`src/common/entry_pkg.sv`:
```
`default_nettype none

package entry_pkg;

    //////////////////////////////
    // Operand values
    //////////////////////////////

    typedef logic signed [10:0] operand_t;  // Holds -999..+999 with headroom

    localparam operand_t OPERAND_MAX = 11'sd999;
    localparam operand_t OPERAND_MIN = -11'sd999;

    typedef enum logic {
        OPERAND_A,
        OPERAND_B
    } operand_sel_t;  // Edit target and store address

    typedef enum logic [1:0] {
        PLACE_ONES,
        PLACE_TENS,
        PLACE_HUNDREDS
    } digit_place_t;

    //////////////////////////////
    // Bundles between blocks
    //////////////////////////////

    // One-cycle press pulses, or raw levels at the pins
    typedef struct packed {
        logic centre;
        logic up;
        logic left;
        logic right;
        logic down;
    } button_press_t;

    typedef struct packed {
        logic         valid;
        operand_sel_t addr;
        operand_t     data;
    } operand_write_t;

    typedef struct packed {
        logic         negative;
        logic [3:0]   hundreds;
        logic [3:0]   tens;
        logic [3:0]   ones;
        digit_place_t cursor;
        operand_sel_t selected;
    } display_t;

endpackage

`default_nettype wire

```
`src/button_input/button_debounce.sv`:
```
`default_nettype none

module button_debounce #(
    parameter int TICK_DIVISOR = 50_000_000
) (
    input  logic                     clk,
    input  logic                     reset,
    input  entry_pkg::button_press_t buttons,
    output entry_pkg::button_press_t presses
);
    import entry_pkg::*;

    localparam int COUNT_WIDTH = (TICK_DIVISOR > 1) ? $clog2(TICK_DIVISOR) : 1;
    localparam logic [COUNT_WIDTH-1:0] TICK_LAST = COUNT_WIDTH'(TICK_DIVISOR - 1);

    logic [COUNT_WIDTH-1:0] tick_count;
    logic                   tick;
    logic                   sampled;     // Samples are fresh this cycle
    button_press_t          sample_new;
    button_press_t          sample_old;

    //////////////////////////////
    // Sample tick
    //////////////////////////////

    assign tick = (tick_count == TICK_LAST);

    always_ff @(posedge clk or posedge reset) begin
        if (reset) begin
            tick_count <= '0;
        end else if (tick) begin
            tick_count <= '0;
        end else begin
            tick_count <= tick_count + 1'b1;
        end
    end

    //////////////////////////////
    // Two-stage sampling
    //////////////////////////////

    always_ff @(posedge clk or posedge reset) begin
        if (reset) begin
            sample_new <= '0;
            sample_old <= '0;
            sampled    <= 1'b0;
        end else begin
            sampled <= tick;
            if (tick) begin
                sample_new <= buttons;
                sample_old <= sample_new;
            end
        end
    end

    // Rising edge between the last two samples, held for one clk only
    always_comb begin
        if (sampled) begin
            presses = button_press_t'(sample_new & ~sample_old);
        end else begin
            presses = '0;
        end
    end

endmodule

`default_nettype wire

```
`src/button_input/operand_editor.sv`:
```
`default_nettype none

module operand_editor (
    input  logic                      clk,
    input  logic                      reset,
    input  entry_pkg::button_press_t  presses,
    output entry_pkg::operand_write_t store_write,
    output entry_pkg::operand_sel_t   selected,
    output entry_pkg::digit_place_t   cursor
);
    import entry_pkg::*;

    operand_t            working [2];  // Working copies of A and B
    operand_t            current;
    logic signed [11:0]  step;         // Power of ten at the cursor
    logic signed [11:0]  raised;
    logic signed [11:0]  lowered;
    logic                up_ok;
    logic                down_ok;
    digit_place_t        cursor_higher;
    digit_place_t        cursor_lower;

    //////////////////////////////
    // Edit candidates
    //////////////////////////////

    assign current = working[selected];

    always_comb begin
        case (cursor)
            PLACE_TENS:     step = 12'sd10;
            PLACE_HUNDREDS: step = 12'sd100;
            default:        step = 12'sd1;
        endcase
    end

    // 12-bit sums so 999 + 100 cannot wrap
    assign raised  = current + step;
    assign lowered = current - step;
    assign up_ok   = (raised <= OPERAND_MAX);
    assign down_ok = (lowered >= OPERAND_MIN);

    always_comb begin
        case (cursor)
            PLACE_ONES: begin
                cursor_higher = PLACE_TENS;
                cursor_lower  = PLACE_HUNDREDS;  // Wrap from ones
            end
            PLACE_TENS: begin
                cursor_higher = PLACE_HUNDREDS;
                cursor_lower  = PLACE_ONES;
            end
            default: begin
                cursor_higher = PLACE_ONES;      // Wrap from hundreds
                cursor_lower  = PLACE_TENS;
            end
        endcase
    end

    //////////////////////////////
    // Registered state
    //////////////////////////////

    always_ff @(posedge clk or posedge reset) begin
        if (reset) begin
            working[OPERAND_A] <= '0;
            working[OPERAND_B] <= '0;
            selected           <= OPERAND_A;
            cursor             <= PLACE_ONES;
            store_write        <= '0;
        end else begin
            store_write.valid <= 1'b0;  // Strobe, default low
            // One press per cycle, centre first
            if (presses.centre) begin
                selected <= (selected == OPERAND_A) ? OPERAND_B : OPERAND_A;
            end else if (presses.left) begin
                cursor <= cursor_higher;
            end else if (presses.right) begin
                cursor <= cursor_lower;
            end else if (presses.up) begin
                if (up_ok) begin
                    working[selected] <= raised[10:0];
                    store_write.valid <= 1'b1;
                    store_write.addr  <= selected;
                    store_write.data  <= raised[10:0];
                end
            end else if (presses.down) begin
                if (down_ok) begin
                    working[selected] <= lowered[10:0];
                    store_write.valid <= 1'b1;
                    store_write.addr  <= selected;
                    store_write.data  <= lowered[10:0];
                end
            end
        end
    end

endmodule

`default_nettype wire

```
`src/source/display_formatter.sv`:
```
`default_nettype none

module display_formatter (
    input  logic                    clk,
    input  logic                    reset,
    input  entry_pkg::operand_t     operand,
    input  entry_pkg::operand_sel_t selected,
    input  entry_pkg::digit_place_t cursor,
    output entry_pkg::display_t     display
);
    import entry_pkg::*;

    logic       negative;
    logic [9:0] magnitude;  // Up to 999
    logic [9:0] tens_part;
    logic [3:0] hundreds_digit;
    logic [3:0] tens_digit;
    logic [3:0] ones_digit;

    //////////////////////////////
    // Sign and magnitude
    //////////////////////////////

    assign negative = operand[10];

    always_comb begin
        if (negative) begin
            magnitude = 10'(-operand);
        end else begin
            magnitude = 10'(operand);
        end
    end

    //////////////////////////////
    // Decimal split
    //////////////////////////////

    assign hundreds_digit = 4'(magnitude / 10'd100);
    assign tens_part      = magnitude % 10'd100;  // Below 100
    assign tens_digit     = 4'(tens_part / 10'd10);
    assign ones_digit     = 4'(tens_part % 10'd10);

    always_ff @(posedge clk or posedge reset) begin
        if (reset) begin
            display <= '0;  // Positive 000, ones, operand A
        end else begin
            display.negative <= negative;
            display.hundreds <= hundreds_digit;
            display.tens     <= tens_digit;
            display.ones     <= ones_digit;
            display.cursor   <= cursor;
            display.selected <= selected;
        end
    end

endmodule

`default_nettype wire

```
`src/source/operand_entry_top.sv`:
```
`default_nettype none

module operand_entry_top #(
    parameter int TICK_DIVISOR = 50_000_000  // One sample every 0.5 s at 100 MHz
) (
    input  logic                     clk,
    input  logic                     reset,
    input  entry_pkg::button_press_t buttons,
    output entry_pkg::display_t      display
);
    import entry_pkg::*;

    button_press_t  presses;
    operand_write_t store_write;
    operand_sel_t   selected;
    digit_place_t   cursor;
    operand_t       read_data;

    button_debounce #(
        .TICK_DIVISOR(TICK_DIVISOR)
    ) button_debounce_inst (
        .clk    (clk),
        .reset  (reset),
        .buttons(buttons),
        .presses(presses)
    );

    operand_editor operand_editor_inst (
        .clk        (clk),
        .reset      (reset),
        .presses    (presses),
        .store_write(store_write),
        .selected   (selected),
        .cursor     (cursor)
    );

    operand_store operand_store_inst (
        .clk        (clk),
        .reset      (reset),
        .store_write(store_write),
        .read_sel   (selected),
        .read_data  (read_data)
    );

    display_formatter display_formatter_inst (
        .clk     (clk),
        .reset   (reset),
        .operand (read_data),
        .selected(selected),
        .cursor  (cursor),
        .display (display)
    );

endmodule

`default_nettype wire

```
`src/source/operand_store.sv`:
```
`default_nettype none

module operand_store (
    input  logic                      clk,
    input  logic                      reset,
    input  entry_pkg::operand_write_t store_write,
    input  entry_pkg::operand_sel_t   read_sel,
    output entry_pkg::operand_t       read_data
);
    import entry_pkg::*;

    operand_t words [2];  // Word 0 is A, word 1 is B

    //////////////////////////////
    // Write port
    //////////////////////////////

    always_ff @(posedge clk or posedge reset) begin
        if (reset) begin
            words[OPERAND_A] <= '0;
            words[OPERAND_B] <= '0;
        end else if (store_write.valid) begin
            words[store_write.addr] <= store_write.data;
        end
    end

    //////////////////////////////
    // Read port
    //////////////////////////////

    // Combinational, so the formatter sees a write on the next cycle
    assign read_data = words[read_sel];

endmodule

`default_nettype wire

```
`config.mk`:
```
export PLATFORM = sky130hd
export DESIGN_NAME = operand_entry_top
export DESIGN_NICKNAME = d
export VERILOG_FILES = /design/src/common/entry_pkg.sv /design/src/button_input/button_debounce.sv /design/src/button_input/operand_editor.sv /design/src/source/display_formatter.sv /design/src/source/operand_entry_top.sv /design/src/source/operand_store.sv
export SDC_FILE = /design/constraint.sdc
export NUM_CORES = 1
export LEC_CHECK = 0
export BUFFER_PORTS_ARGS = -buffer_cell sky130_fd_sc_hd__buf_4
export CAP_MARGIN = 5
export CORE_ASPECT_RATIO = 0.7
export CORE_MARGIN = 10
export CORE_UTILIZATION = 57
export CTS_CLUSTER_SIZE = 40
export DETAILED_ROUTE_END_ITERATION = 8
export PLACE_DENSITY = 0.75
export SLEW_MARGIN = 20
export SYNTH_ARGS = -nofsm -noshare
export SYNTH_HDL_FRONTEND = slang
export SYNTH_HIERARCHICAL = 1
export SYNTH_SLANG_ARGS = --single-unit
```
`constraint.sdc`:
```
create_clock -name clk -period 5.2 [get_ports clk]
set_clock_uncertainty 0.1 [all_clocks]
set_input_delay 1.04 -clock clk [delete_from_list [all_inputs] [get_ports clk]]
set_output_delay 1.04 -clock clk [all_outputs]
set_load 0.005 [all_outputs]
```
# Word-level counts from Yosys, hierarchy flattened

Index checks and enable logic that the tools add are counted.

$add $sub $neg: 4
Div/mod/pow operators: 4
Multiplexer cells: 33
Equal/unequal tests: 4
Reduce and logical (&&, ||, !) cells: 8
Bitwise gates (word level): 7
Magnitude comparators: 6

Operators by type and width:

| cell                                                                                | number |
|---|---|
| 13-bit two-way mux                                                                  | 7 |
| 11-bit two-way mux                                                                  | 8 |
| 22-bit two-way mux                                                                  | 4 |
| 22-bit bitwise mux                                                                  | 3 |
| 26-bit by 1-bit adder with 26-bit output (second input constant)                    | 1 |
| 26-bit equality test (second input constant)                                        | 1 |
| 26-bit two-way mux                                                                  | 1 |
| 11-bit demux with 1-bit select                                                      | 2 |
| 7-bit case mux with 2 select lines                                                  | 1 |
| 11-bit by 8-bit adder with 12-bit output                                            | 1 |
| 12-bit by 11-bit >= comparator with 1-bit output (second input constant)            | 1 |
| 12-bit by 11-bit less-or-equal comparator with 1-bit output (second input constant) | 1 |
| 11-bit by 8-bit subtractor with 12-bit output                                       | 1 |
| 10-bit by 4-bit divider with 10-bit output (second input constant)                  | 1 |
| 10-bit by 7-bit divider with 10-bit output (second input constant)                  | 1 |
| 10-bit by 4-bit remainder unit with 10-bit output (second input constant)           | 1 |
| 10-bit by 7-bit remainder unit with 10-bit output (second input constant)           | 1 |
| 10-bit two-way mux                                                                  | 1 |
| 10-bit negator                                                                      | 1 |
| 2-bit case mux with 2 select lines                                                  | 2 |
| 6-bit AND reduction                                                                 | 1 |
| 2-bit nonzero test                                                                  | 3 |
| 5-bit bitwise AND                                                                   | 1 |
| 5-bit two-way mux                                                                   | 1 |
| other kinds (13)                                                                    | 20 |

Logic and storage cells: 93
Input bits: 7
Bits in registers: 113
Output and inout port bits: 16

# Longest topological paths before layout

Gate-level depths: netlist of the first run.

Depth after elaboration: 12
Depth in mapped cells: 26
Mapped depth without buffers: 22

# Hierarchy

The synthesis of the first run kept the hierarchy.

By module, submodules not included:

| module            | seq. area each (sq um) | cells an instance | area each (sq um) | times used |
|---|---|---|---|---|
| operand_editor    | 950.9                  | 287               | 2780.2            | 1 |
| display_formatter | 400.4                  | 253               | 2026.9            | 1 |
| button_debounce   | 925.9                  | 154               | 1739.2            | 1 |
| operand_store     | 550.5                  | 61                | 1048.5            | 1 |

# Least setup slack after synthesis of the first run

Ideal clock, no wire load.

Path type: register to register
Start point: register operand_editor_inst.selected
End point: register display_formatter_inst/display[6] (netlist name)
Required time: 4969 ps
Path slack: -398 ps
Arrival: 5367 ps
Clock period less this slack: 5598 ps
Stages on the path, launching flop included: 26
Library setup time: 131 ps
Path through: dfrtp_1 -> buf_2 -> mux2_2 -> inv_1 -> ha_1 -> or4b_4 -> o21ai_2 -> xnor2_1 -> clkbuf_1 -> a21oi_1 -> or4_1 -> and3_4 -> a2111o_1 -> a22o_1 -> nand2_2 -> a21oi_4 -> inv_2 -> nand2_1 -> xnor2_1 -> clkbuf_1 -> a311oi_1 -> a2bb2oi_1 -> ha_1 -> inv_1 -> o211ai_1 -> xor2_1

Longest elaborated chain between the ends: 8

Ends and longest elaborated chain:

| element                                                  | RTL line                | RTL |
|---|---|---|
| start: declaration                                       | operand_editor.sv:8     | `output entry_pkg::operand_sel_t selected,` |
| start signal: assignment                                 | operand_editor.sv:75    | `selected <= (selected == OPERAND_A) ? OPERAND_B : OPERAND_A;` |
| 1-bit NOT with 2-bit output (implied by the code) *      | operand_store.sv:32     | `assign read_data = words[read_sel];` |
| 11-bit two-way mux (implied by the code) * (3 in series) | operand_store.sv:32     |  |
| net read_data[0]                                         | operand_entry_top.sv:17 | `operand_t read_data;` |
| 10-bit negator                                           | display_formatter.sv:28 | `magnitude = 10'(-operand);` |
| 10-bit two-way mux *                                     | display_formatter.sv:27 | `if (negative) begin` |
| 10-bit by 7-bit remainder unit with 10-bit output *      | display_formatter.sv:39 | `assign tens_part = magnitude % 10'd100;` |
| 10-bit by 4-bit remainder unit with 10-bit output *      | display_formatter.sv:41 | `assign ones_digit = 4'(tens_part % 10'd10);` |
| net display_formatter_inst.ones_digit[3]                 | display_formatter.sv:18 | `logic [3:0] ones_digit;` |

The timed path passes the listed nets; every way through them passes the cells marked *. The select of a mux whose other input is x is not followed.
A chain may end at the register's enable or synchronous reset.

# Worst setup path in the final report of the first run

Start point: register operand_editor_inst.selected
End point: register display_formatter_inst/display[6] (netlist name)

Longest elaborated chain between the ends: 8

Ends and longest elaborated chain:

| element                                                  | RTL line |
|---|---|
| 1-bit NOT with 2-bit output (implied by the code) *      | operand_store.sv:32 |
| 11-bit two-way mux (implied by the code) * (3 in series) | operand_store.sv:32 |
| net read_data[6]                                         | operand_entry_top.sv:17 |
| 10-bit negator                                           | display_formatter.sv:28 |
| 10-bit two-way mux *                                     | display_formatter.sv:27 |
| 10-bit by 7-bit remainder unit with 10-bit output *      | display_formatter.sv:39 |
| 10-bit by 4-bit remainder unit with 10-bit output *      | display_formatter.sv:41 |
| net display_formatter_inst.ones_digit[3]                 | display_formatter.sv:18 |

Marked as above.

==> results of run 1 <==
==> worst max-delay path: cells and delay by family, from the launching register on <==
family,cells,cell delay [ns]
flops,1,0.46
xor+xnor,3,0.42
fa+ha+maj,1,0.16
mux,2,0.49
simple gates,7,1.93
compound gates,5,1.14
buf+inv,5,0.57
==> power by group through the flow <==
stage          combinational, uW  sequential, uW  clock (uW)
2_1_floorplan               13.0             895           0
3_3_place_gp                23.1             895           0
3_5_place_dp                24.5             895           0
4_1_cts                     24.6             880        1260
5_1_grt                     27.0             879        1300
6_report                    23.2             880        1250
==> cells by family after synthesis <==
| logic type | after synthesis |
|---|---|
| fa+ha+maj | 23 |
| mux | 92 |
| compound gates | 176 |
| flops | 113 |
| simple gates | 231 |
| buf+inv | 68 |
| xor+xnor | 52 |
==> what timing repair did <==
| action | 4_1_cts | 5_1_grt |
|---|---|---|
| buffers inserted | 12 | 3 |
| resized for setup | 49 | 36 |
| pin swaps | 8 | 11 |
| gates cloned | 1 | 0 |
| setup endpoints to repair | 7 | 7 |
==> worst paths after layout <==
kind,slack (ns),depth (start not counted),endpoint,from
worst max register to register,-0.16,23,display_formatter_inst/display[6]$_DFF_PP0_,operand_editor_inst/selected$_DFFE_PP0P_
worst min register to register,0.35,0,display_formatter_inst/display[2]$_DFF_PP0_,operand_editor_inst/cursor[1]$_DFFE_PP0P_
max in group asynchronous,3.57,3,operand_editor_inst/selected$_DFFE_PP0P_,reset
worst min-delay path,0.35,0,display_formatter_inst/display[2]$_DFF_PP0_,operand_editor_inst/cursor[1]$_DFFE_PP0P_
worst max-delay path,-0.16,23,display_formatter_inst/display[6]$_DFF_PP0_,operand_editor_inst/selected$_DFFE_PP0P_
min in group asynchronous,0.64,2,operand_editor_inst/working[13]$_DFFE_PP0P_,reset
==> through the flow <==
stage	cell area [um2]	worst slack, ns	total power, uW
after CTS	9650	-0.117	2160
after global placement	8670	-0.189	918
after global routing	9850	-0.376	2210
after floorplan	7680	-0.0610	908
final	9850	-0.161	2150
after detailed placement	8670	-0.466	920
==> cells in the final DEF, fill, tap and decap left out, drive strengths merged, types with 21 or more instances in the layout <==
| cell type | synthesis | routed |
|---|---|---|
| buf | 22 | 147 |
| nor3 | 23 | 23 |
| xnor2 | 26 | 26 |
| nor2 | 41 | 41 |
| xor2 | 26 | 26 |
| mux2 | 66 | 66 |
| inv | 33 | 35 |
| nand3 | 21 | 21 |
| o21ai | 31 | 31 |
| a21oi | 48 | 48 |
| nand2 | 45 | 45 |
| dfrtp | 113 | 113 |
| mux2i | 26 | 26 |
==> flip-flops by register name, indices dropped and copies added, names as in the netlist <==
| name | cells |
|---|---|
| button_debounce_inst/sampled | 1 |
| button_debounce_inst/sample_old | 5 |
| operand_editor_inst/cursor | 2 |
| button_debounce_inst/tick_count | 26 |
| button_debounce_inst/sample_new | 5 |
| operand_store_inst/words | 22 |
| display_formatter_inst/display | 16 |
| operand_editor_inst/selected | 1 |
| operand_editor_inst/store_write | 13 |
| operand_editor_inst/working | 22 |
==> metal layers <==
metal,GRT usage [%],vias to the layer above,wire length (um)
li1,-,3069,-
met1,33.2,3406,9940
met2,38.2,246,10100
met3,5.04,33,1490
met4,7.20,0,324
met5,0,-,0
==> layout make-up <==
class,instances,share of cell area (%)
well taps,166,2.11
repair buffers,147,11.8
clock inverters,12,1.84
inverters,34,1.33
flip-flops and latches,113,28.7
clock buffers,20,4.54
multi-input cells,574,49.6
==> results.py, run 1 <==
metrics = {
    "logic_synthesis": {
        "yosysSeqAreaShare_pct": 37.2,
        "synth_area_leaders": "dfrtp_1 37%, mux2_2 6.2%, mux2_4 4.0%",
        "yosys_most_used_dff": "dfrtp_1",
        "synthMuxAreaShare_pct": 14.5,
        "syn_nets": 784,
        "synth_top_family_by_area": "simple AND/OR/NAND/NOR gates",
        "ys_ff_latch": 113,
        "synthAdderAreaFrac_pct": 3.95,
        "synth-simple-area-share_pct": 17.6,
        "syn_area_um2": 7590,
        "synth_top_cell_area_share_pct": 37.2,
        "synthArstFlopShare_pct": 100,
        "synth.top_cells.by_count": "113 x dfrtp_1, 46 x a21oi_1, 43 x nand2_1",
        "synth-compound-area-share_pct": 16.4,
        "syn_inst": 755,
        "avgSynthCellArea_um2": 10.1,
        "synth_xor_area_share_pct": 6.10,
        "yosys.area.top_type": "dfrtp_1",
        "synth_cell_type_count": 93,
        "synth_edf_count": 0,
        "synth.most_common_cell": "dfrtp_1",
        "synth_warnings": 6,
    },
    "power_and_ir_drop": {
        "power_frac_comb_pct": 1.1,
        "cellLeakagePower_uw": 0.00468,
        "max-vdd-ir-drop_mv": 0.241,
        "p_seq_share_pct": 40.9,
        "power_density_nw_per_um2": 219,
        "p_sw_share_pct": 20.9,
        "p_int_uw": 1700,
        "p_clk_share_pct": 58.0,
        "p_sw_uw": 450,
    },
    "worst_setup_path": {
        "cpMostUsedCell": "buf_6",
        "required_ns": 5.43,
        "cp_max_fo": 5,
        "cpMaxStageDelayCell": "or4_1",
        "path_class": "register to register",
        "cp-end-kind": "register",
        "crit_arrival_ns": 5.59,
        "path_cells": "buf_6, buf_6, mux2_4, or3_4, o41ai_4, buf_6, xnor2_4, and4_4, or4_1, and3_4, a2111oi_4, nor2_2, clkinv_2, nor2_1, or3_4, mux2i_4, xnor2_2, a311oi_2, a2bb2oi_2, ha_1, inv_1, o211ai_1, xor2_1",
        "start_kind": "register",
        "slowest_delay_ns": 0.53,
    },
    "cts": {
        "cts_hold_buffers": 0,
        "clk_pin_slew_worst_paths_ns": 0.06,
        "htree_num_levels": 4,
        "root_buffer": "clkbuf_16",
        "cts_tree": "built",
        "clock_sinks": 113,
        "numCtsBuffers": 17,
        "insertion_delay_ns": 0.41,
        "cts_buffer_depth": 2,
    },
    "floorplan": {
        "rows": 35,
        "io_pins": 23,
        "core_um2": 13100,
        "die-area_um2": 18400,
        "start_util_pct": 58.0,
        "die-width_um": 158,
        "die_h_um": 117,
    },
    "timing": {
        "drv_slew": 0,
        "setup_violations": 5,
        "worst_pin_slew_ns": 1.07,
        "timing.fmax_mhz": 187,
        "layout_setup_ws_ns": -0.161,
        "tns_ns": -0.347,
        "fin_hold_ws_ns": 0.353,
        "finalCritPeriodShare_pct": 103,
        "slew_headroom_pct": 28.1,
        "fin_crit_ns": 5.36,
        "rsz0062_at_grt": "yes",
        "hold_viol": 0,
    },
    "place": {
        "io_buffers": 22,
        "place_inst": 1018,
        "globalplace.congestion": 0.958,
        "dp_hpwl_um": 15200,
    },
    "route": {
        "drt-pass1-iter-count": 5,
        "via_per_inst": 6.34,
        "wl_per_cell_um": 20.5,
        "drt_wl_total_um": 21900,
        "via_count": 6754,
        "antenna_left": 0,
        "drc": 0,
        "drt_iter0_drc": 539,
    },
    "cells_and_area": {
        "syn_to_final_growth_pct": 29.7,
        "multi_input_area_um2": 4890,
        "diodes": 0,
        "final_nets": 916,
        "fin_cells": 1066,
        "post-route-util_pct": 75.2,
        "fillCellCount": 872,
        "seq_area_um2": 2830,
        "layout-drive-gt1-share_pct": 36.9,
    },
    "global_route": {
        "track_usage_pct": 24.3,
        "grt_pass1_wl_um": 35600,
        "grt_pass1_vias": 6802,
        "overflow": 0,
        "antenna_found_initial": 0,
        "grt_max_degree": 38,
    },
    "worst_hold_path": {
        "hp-class": "register to register",
    },
    "run_status": {
        "violations": "setup timing",
        "status": "finished with violations",
    },
    "run": {
        "maxCapViolCount": 0,
    },
}
Note: power is estimated with default switching activity, not from simulation.
==> run 2: changes to the inputs <==
--- a/config.mk
+++ b/config.mk
@@ -12,7 +12,7 @@
 export CORE_UTILIZATION = 57
 export CTS_CLUSTER_SIZE = 40
 export DETAILED_ROUTE_END_ITERATION = 8
-export PLACE_DENSITY = 0.75
+export PLACE_DENSITY = 0.76
 export SLEW_MARGIN = 20
 export SYNTH_ARGS = -nofsm -noshare
 export SYNTH_HDL_FRONTEND = slang
==> run 2 against run 1 <==
  * Clock power shrank 3%
  * Power shrank 1.6%
  * Utilization shrank 1.9 points
  * Die area is the same
  * Sequential share of layout area grew 0.73 points
  * The run still ends with setup timing left
==> results.py, run 2 (synthesis gave the netlist of run 1 again) <==
metrics = {
    "cells_and_area": {
        "diodes": 0,
        "final_nets": 904,
        "max_flop_register": "button_debounce_inst/tick_count",
        "final_common_cell": "buf_4",
        "final_cell_mix": "124 x buf_4, 112 x dfrtp_1, 42 x nand2_1, 41 x a21oi_1, 39 x nor2_1",
        "layout-drive-gt1-share_pct": 34.9,
        "syn_to_final_growth_pct": 26.4,
        "reg.largest.list": "button_debounce_inst/tick_count x26, operand_editor_inst/working x22, operand_store_inst/words x22",
        "fin_cells": 1054,
        "fin_area_um2": 9600,
        "largest_register_ffs": 26,
    },
    "power_and_ir_drop": {
        "cellLeakagePower_uw": 0.00461,
        "power_density_nw_per_um2": 220,
        "total_power_uw": 2120,
        "max-vdd-ir-drop_mv": 0.237,
    },
    "route": {
        "drt-pass1-iter-count": 7,
        "drc": 0,
        "drt_iter0_drc": 632,
        "wl_per_cell_um": 19.6,
        "via_count": 6641,
        "drt_wl_total_um": 20700,
        "antenna_left": 0,
        "via_per_inst": 6.30,
    },
    "worst_setup_path": {
        "cp-end-kind": "register",
        "start_kind": "register",
        "path_class": "register to register",
        "path_cells": "buf_6, mux2_4, or3_4, o41ai_4, buf_6, xor2_4, buf_4, nand4_1, o211a_1, a21o_1, a2111o_1, o211ai_1, nand2_2, a21oi_4, inv_2, mux2i_4, xnor2_2, a311oi_2, a2bb2oi_2, ha_2, inv_2, o211ai_1, xor2_1",
        "cp_max_fo": 8,
        "cpMaxStageDelayCell": "dfrtp_2",
        "crit_arrival_ns": 5.61,
        "required_ns": 5.43,
        "slowest_delay_ns": 0.49,
    },
    "timing": {
        "fin_hold_ws_ns": 0.345,
        "fin_crit_ns": 5.38,
        "slew_headroom_pct": 33.8,
        "worst_pin_slew_ns": 0.965,
        "drv_slew": 0,
        "setup_violations": 4,
        "rsz0062_at_grt": "yes",
        "timing.fmax_mhz": 186,
        "hold_viol": 0,
        "finalCritPeriodShare_pct": 103,
        "layout_setup_ws_ns": -0.182,
    },
    "run_status": {
        "violations": "setup timing",
        "status": "finished with violations",
    },
    "cts": {
        "numCtsBuffers": 17,
        "root_buffer": "clkbuf_16",
        "clk_pin_slew_worst_paths_ns": 0.06,
        "cts_buffer_depth": 2,
        "clock_sinks": 113,
        "insertion_delay_ns": 0.41,
        "cts_hold_buffers": 0,
        "cts_tree": "built",
        "htree_num_levels": 4,
    },
    "floorplan": {
        "start_util_pct": 58.0,
        "core_um2": 13100,
        "io_pins": 23,
        "die-width_um": 158,
        "die-area_um2": 18400,
        "rows": 35,
        "die_h_um": 117,
    },
    "place": {
        "place_inst": 1011,
        "globalplace.congestion": 0.956,
        "placed_area_um2": 8620,
        "dp_hpwl_um": 14400,
        "io_buffers": 22,
    },
    "global_route": {
        "antenna_found_initial": 0,
        "grt_pass1_vias": 6562,
        "grt_max_degree": 38,
        "track_usage_pct": 23.1,
        "overflow": 0,
        "grt_pass1_wl_um": 34200,
    },
    "run": {
        "maxCapViolCount": 0,
    },
    "worst_hold_path": {
        "hp-class": "register to register",
    },
}
## run 2: cell count changes in the layout (fill, tap and decap cells not counted), moves of 2 or more
cell,delta
buf_6,-8
buf_4,-5
nor3_1,+4
nor3_2,-4
clkinv_4,-2
o21ai_1,+2
o21ai_2,-2
o31ai_1,+2
o31ai_2,-2
## run 2: worst paths after layout
path	endpoint	slack, ns	startpoint	depth (start not counted)
min	display_formatter_inst/display[2]$_DFF_PP0_	0.35	operand_editor_inst/cursor[1]$_DFFE_PP0P_	0
max in group asynchronous	operand_editor_inst/selected$_DFFE_PP0P_	3.55	reset	3
max reg2reg	display_formatter_inst/display[6]$_DFF_PP0_	-0.18	operand_editor_inst/selected$_DFFE_PP0P_	23
min in group asynchronous	operand_editor_inst/working[1]$_DFFE_PP0P_	0.66	reset	2
min reg2reg	display_formatter_inst/display[2]$_DFF_PP0_	0.35	operand_editor_inst/cursor[1]$_DFFE_PP0P_	0
max	display_formatter_inst/display[6]$_DFF_PP0_	-0.18	operand_editor_inst/selected$_DFFE_PP0P_	23
## run 2: per-stage QoR
| step | worst slack [ns] | setup TNS (ns) | utilization [%] |
|---|---|---|---|
| 2_1_floorplan | -0.0610 | -0.0610 | - |
| 3_3_place_gp | -0.154 | -0.404 | 65.8 |
| 3_5_place_dp | -0.330 | -1.04 | 65.8 |
| 4_1_cts | -0.0954 | -0.213 | 71.5 |
| 5_1_grt | -0.366 | -1.41 | 73.3 |
| 6_report | -0.182 | -0.519 | 73.3 |
## run 2: layer usage
metal / share of wire, % / track usage [%]
met1: 47 / 33.4
met2: 45 / 33.7
met3: 7.3 / 5.56
met4: 1.2 / 6.71
met5: 0 / 0
## run 2: repair_timing
| item | in CTS | in global routing |
|---|---|---|
| endpoints found under the hold margin | 0 | 0 |
| cloned | 0 | 1 |
| buffers inserted | 3 | 6 |
| setup endpoints to repair | 6 | 7 |
| resized for setup | 24 | 34 |
| pin swaps | 12 | 21 |
## run 2: area by class of cell
class | instances | area (um2)
Sequential cell | 113 | 2830
Multi-Input combinational cell | 574 | 4770
Timing Repair Buffer | 135 | 1050
Inverter | 34 | 131
Clock inverter | 12 | 155
Fill cell | 865 | 3490
Clock buffer | 20 | 457
Tap cell | 166 | 208
## run 2: power breakdown
part	switching [uW]	internal [uW]	total (uW)
Sequential	0	880	880
Combinational	18.8	4.06	22.8
Clock	432	782	1210
## run 2: worst max-delay path, delay by kind of cell, from the launching register on
family	cells	cell delay [ns]
multiplexers	2	0.49
flip-flops	1	0.49
AO/OA/AOI/OAI	9	2.16
buffers and inverters	5	0.64
XOR/XNOR	3	0.58
adder cells (fa/ha/maj)	1	0.19
AND/OR/NAND/NOR	3	0.66
==> run 3: changes to the inputs <==
--- a/config.mk
+++ b/config.mk
@@ -7,14 +7,14 @@
 export LEC_CHECK = 0
 export BUFFER_PORTS_ARGS = -buffer_cell sky130_fd_sc_hd__buf_4
 export CAP_MARGIN = 5
-export CORE_ASPECT_RATIO = 0.7
+export CELL_PAD_IN_SITES_DETAIL_PLACEMENT = 2
+export CELL_PAD_IN_SITES_GLOBAL_PLACEMENT = 2
 export CORE_MARGIN = 10
-export CORE_UTILIZATION = 57
+export CORE_UTILIZATION = 38
 export CTS_CLUSTER_SIZE = 40
 export DETAILED_ROUTE_END_ITERATION = 8
 export PLACE_DENSITY = 0.76
 export SLEW_MARGIN = 20
 export SYNTH_ARGS = -nofsm -noshare
 export SYNTH_HDL_FRONTEND = slang
-export SYNTH_HIERARCHICAL = 1
 export SYNTH_SLANG_ARGS = --single-unit
==> run 3 against run 2 <==
  * The run still ends with setup timing left
  * Critical path depth decreased by 2
  * Fmax decreased by 1.1%
  * Power increased by 0.24%
  * First-iteration DRC count decreased by 66%
  * Via count decreased by 5.0%
  * Design area increased by 0.12%
  * Global-route usage decreased by 4.0 points
  * Combinational power about the same
  * Critical path type unchanged
  * Critical endpoint is now display_formatter_inst.display[5]$_DFF_PP0_
  * Highest routed layer unchanged
==> results.py, run 3 <==
metrics = {
    "worst_setup_path": {
        "cpMostUsedCell": "buf_6",
        "crit_arrival_ns": 5.70,
        "start_kind": "register",
        "r2r_start": "operand_editor_inst.selected$_DFFE_PP0P_",
        "path_cells": "buf_12, or3b_4, a211o_4, o21ai_4, buf_6, xnor2_4, a32o_2, a211oi_4, nor2_1, a2111o_1, buf_4, a31oi_4, o32ai_4, nor3_4, buf_6, nand2_1, a21o_1, nand2_2, xnor2_2, ha_2, mux2i_1",
        "path_class": "register to register",
        "cp-end-kind": "register",
        "rr_worst_depth": 21,
        "cp_max_fo": 7,
        "cpMaxStageDelayCell": "dfrtp_2",
        "required_ns": 5.46,
        "slowest_delay_ns": 0.52,
        "reg2reg_to": "display_formatter_inst.display[5]$_DFF_PP0_",
        "r2r_slack_ns": -0.24,
    },
    "logic_synthesis": {
        "avgSynthCellArea_um2": 10.2,
        "synth.top_cells.by_count": "113 x dfrtp_1, 60 x nor2_1, 56 x mux2_2",
        "yosysSeqAreaShare_pct": 39.4,
        "syn_nets": 733,
        "yosys_most_used_dff": "dfrtp_1",
        "ys_ff_latch": 113,
        "yosys.area.top_type": "dfrtp_1",
        "synth.most_common_cell": "dfrtp_1",
        "syn_area_um2": 7180,
        "synth_area_leaders": "dfrtp_1 39%, mux2_2 8.8%, xnor2_1 3.5%",
        "synth_top_cell_area_share_pct": 39.4,
        "syn_inst": 704,
        "synth_warnings": 0,
        "synth_edf_count": 0,
        "synthArstFlopShare_pct": 100,
        "synth_cell_type_count": 80,
    },
    "route": {
        "antenna_left": 0,
        "wl_per_cell_um": 26.4,
        "top_layer": "met4",
        "drt-pass1-iter-count": 4,
        "wl_met1_um": 10900,
        "met3WireLength_um": 563,
        "via_per_inst": 5.94,
        "via_count": 6311,
        "drc": 0,
        "drt_iter0_drc": 218,
        "drt_wl_total_um": 28000,
        "routed-wl-met2_um": 15500,
    },
    "cts": {
        "insertion_delay_ns": 0.44,
        "clock_sinks": 113,
        "htree_num_levels": 4,
        "cts_tree": "built",
        "numCtsBuffers": 17,
        "clk_pin_slew_worst_paths_ns": 0.07,
        "cts_hold_buffers": 0,
        "cts_buffer_depth": 2,
        "root_buffer": "clkbuf_16",
    },
    "place": {
        "dp_hpwl_um": 16000,
        "globalplace.congestion": 0.899,
        "io_buffers": 22,
    },
    "floorplan": {
        "io_pins": 23,
        "die_h_um": 157,
        "core_um2": 18600,
        "rows": 50,
        "die-area_um2": 24800,
        "start_util_pct": 38.5,
        "die-width_um": 157,
    },
    "power_and_ir_drop": {
        "total_power_uw": 2120,
        "power_density_nw_per_um2": 221,
        "max-vdd-ir-drop_mv": 0.236,
        "cellLeakagePower_uw": 0.00423,
    },
    "cells_and_area": {
        "diodes": 0,
        "largest_register_ffs": 26,
        "final_common_cell": "dfrtp_1",
        "layout-drive-gt1-share_pct": 39.7,
        "syn_to_final_growth_pct": 33.9,
        "max_flop_register": "button_debounce_inst.tick_count",
        "final_nets": 844,
        "final_cell_mix": "112 x dfrtp_1, 105 x buf_4, 56 x nor2_1, 55 x mux2_2, 34 x nand2_1",
        "fillCellCount": 1845,
        "reg.largest.list": "button_debounce_inst.tick_count x26, operand_editor_inst.working x22, operand_store_inst.words x22",
    },
    "timing": {
        "slew_headroom_pct": 30.2,
        "finalCritPeriodShare_pct": 105,
        "tns_ns": -0.601,
        "drv_slew": 0,
        "worst_pin_slew_ns": 1.05,
        "setup_violations": 4,
        "fin_crit_ns": 5.44,
        "layout_setup_ws_ns": -0.244,
        "timing.fmax_mhz": 184,
        "rsz0062_at_grt": "yes",
        "hold_viol": 0,
    },
    "worst_hold_path": {
        "min_from": "operand_editor_inst.cursor[1]$_DFFE_PP0P_",
        "hold_end": "display_formatter_inst.display[2]$_DFF_PP0_",
        "hp-class": "register to register",
        "worstHoldPathCells": 0,
    },
    "global_route": {
        "grt_pass1_vias": 6859,
        "grt_pass1_wl_um": 37700,
        "antenna_found_initial": 0,
        "grt_max_degree": 59,
        "track_usage_pct": 19.2,
        "overflow": 0,
    },
    "run_status": {
        "status": "finished with violations",
        "violations": "setup timing",
    },
    "run": {
        "maxCapViolCount": 0,
    },
}
run 3: cell type report:
cell class / count / area (um2) / share of cell area, %
sequential: 113 / 2830 / 29.4
inverter: 23 / 88.8 / 0.924
clock buffer: 17 / 425 / 4.42
timing repair buffer: 118 / 977 / 10.2
tap: 234 / 293 / 3.05
multi-input combinational: 542 / 4840 / 50.3
clock inverter: 15 / 165 / 1.72
run 3: worst max-delay path by stage:
| stage | start | to | slack [ns] | cells past startpoint |
|---|---|---|---|---|
| 2_1_floorplan | operand_editor_inst.selected$_DFFE_PP0P_ | display_formatter_inst.display[6]$_DFF_PP0_ | 0.007 | 25 |
| 6_report | operand_editor_inst.selected$_DFFE_PP0P_ | display_formatter_inst.display[5]$_DFF_PP0_ | -0.24 | 21 |
| 4_1_cts | operand_editor_inst.selected$_DFFE_PP0P_ | display_formatter_inst.display[6]$_DFF_PP0_ | 0.004 | 23 |
| 5_1_grt | operand_editor_inst.selected$_DFFE_PP0P_ | display_formatter_inst.display[5]$_DFF_PP0_ | -0.40 | 22 |
| 3_3_place_gp | operand_editor_inst.selected$_DFFE_PP0P_ | display_formatter_inst.display[6]$_DFF_PP0_ | 0.04 | 22 |
| 3_5_place_dp | operand_editor_inst.selected$_DFFE_PP0P_ | display_formatter_inst.display[5]$_DFF_PP0_ | -0.16 | 20 |
run 3: repair_timing:
item	CTS	global route
buffers inserted	5	41
gates resized for setup	14	118
pin swaps	3	46
cloned	0	3
setup endpoints to repair	20	24
run 3: where the power goes:
| group | leakage, uW | internal (uW) | switching (uW) |
|---|---|---|---|
| clock network | 0.000284 | 681 | 539 |
| logic | 0.00238 | 3.98 | 18.9 |
| registers | 0.00156 | 879 | 0 |
| total | 0.00423 | 1560 | 558 |
run 3: metrics by stage:
stage | worst slack [ns] | instances | utilization, % | cell area, um2 | hold WS, ns
2_1_floorplan | 0.00672 | 704 | - | 7230 | 0.274
3_3_place_gp | 0.0413 | 983 | 42.6 | 7940 | 0.326
3_5_place_dp | -0.158 | 983 | 42.6 | 7940 | 0.371
4_1_cts | 0.00393 | 1020 | 46.4 | 8650 | 0.385
5_1_grt | -0.400 | 1062 | 51.6 | 9610 | 0.404
6_report | -0.244 | 1062 | 51.6 | 9610 | 0.372
run 3: cell families (layout without fill, tap and decap cells):
| logic type | count (synthesis) | count (layout) | share of synthesized area, % |
|---|---|---|---|
| multiplexers | 82 | 82 | 12.6 |
| flip-flops | 113 | 113 | 39.4 |
| AO/OA/AOI/OAI | 171 | 171 | 18.2 |
| buffers and inverters | 49 | 173 | 3.01 |
| AND/OR/NAND/NOR | 211 | 211 | 15.6 |
| XOR/XNOR | 56 | 56 | 7.14 |
| adder cells (fa/ha/maj) | 22 | 22 | 4.04 |
run 3: routing by layer:
metal | vias up | track usage [%]
met5 | - | 0
met1 | 3314 | 21.5
li1 | 2833 | -
met3 | 69 | 3.25
met4 | 0 | 5.88
met2 | 95 | 35.9
run 3: critical path: cells and delay by family (launching register included):
kind | cells | cell delay [ns]
AOI/OAI and AO/OA | 8 | 2.29
and+or+nand+nor | 5 | 1.03
buffers and inverters | 4 | 0.67
DFF | 1 | 0.52
adders and majority gates | 1 | 0.30
xor gates and xnor gates | 2 | 0.29
muxes | 1 | 0.13
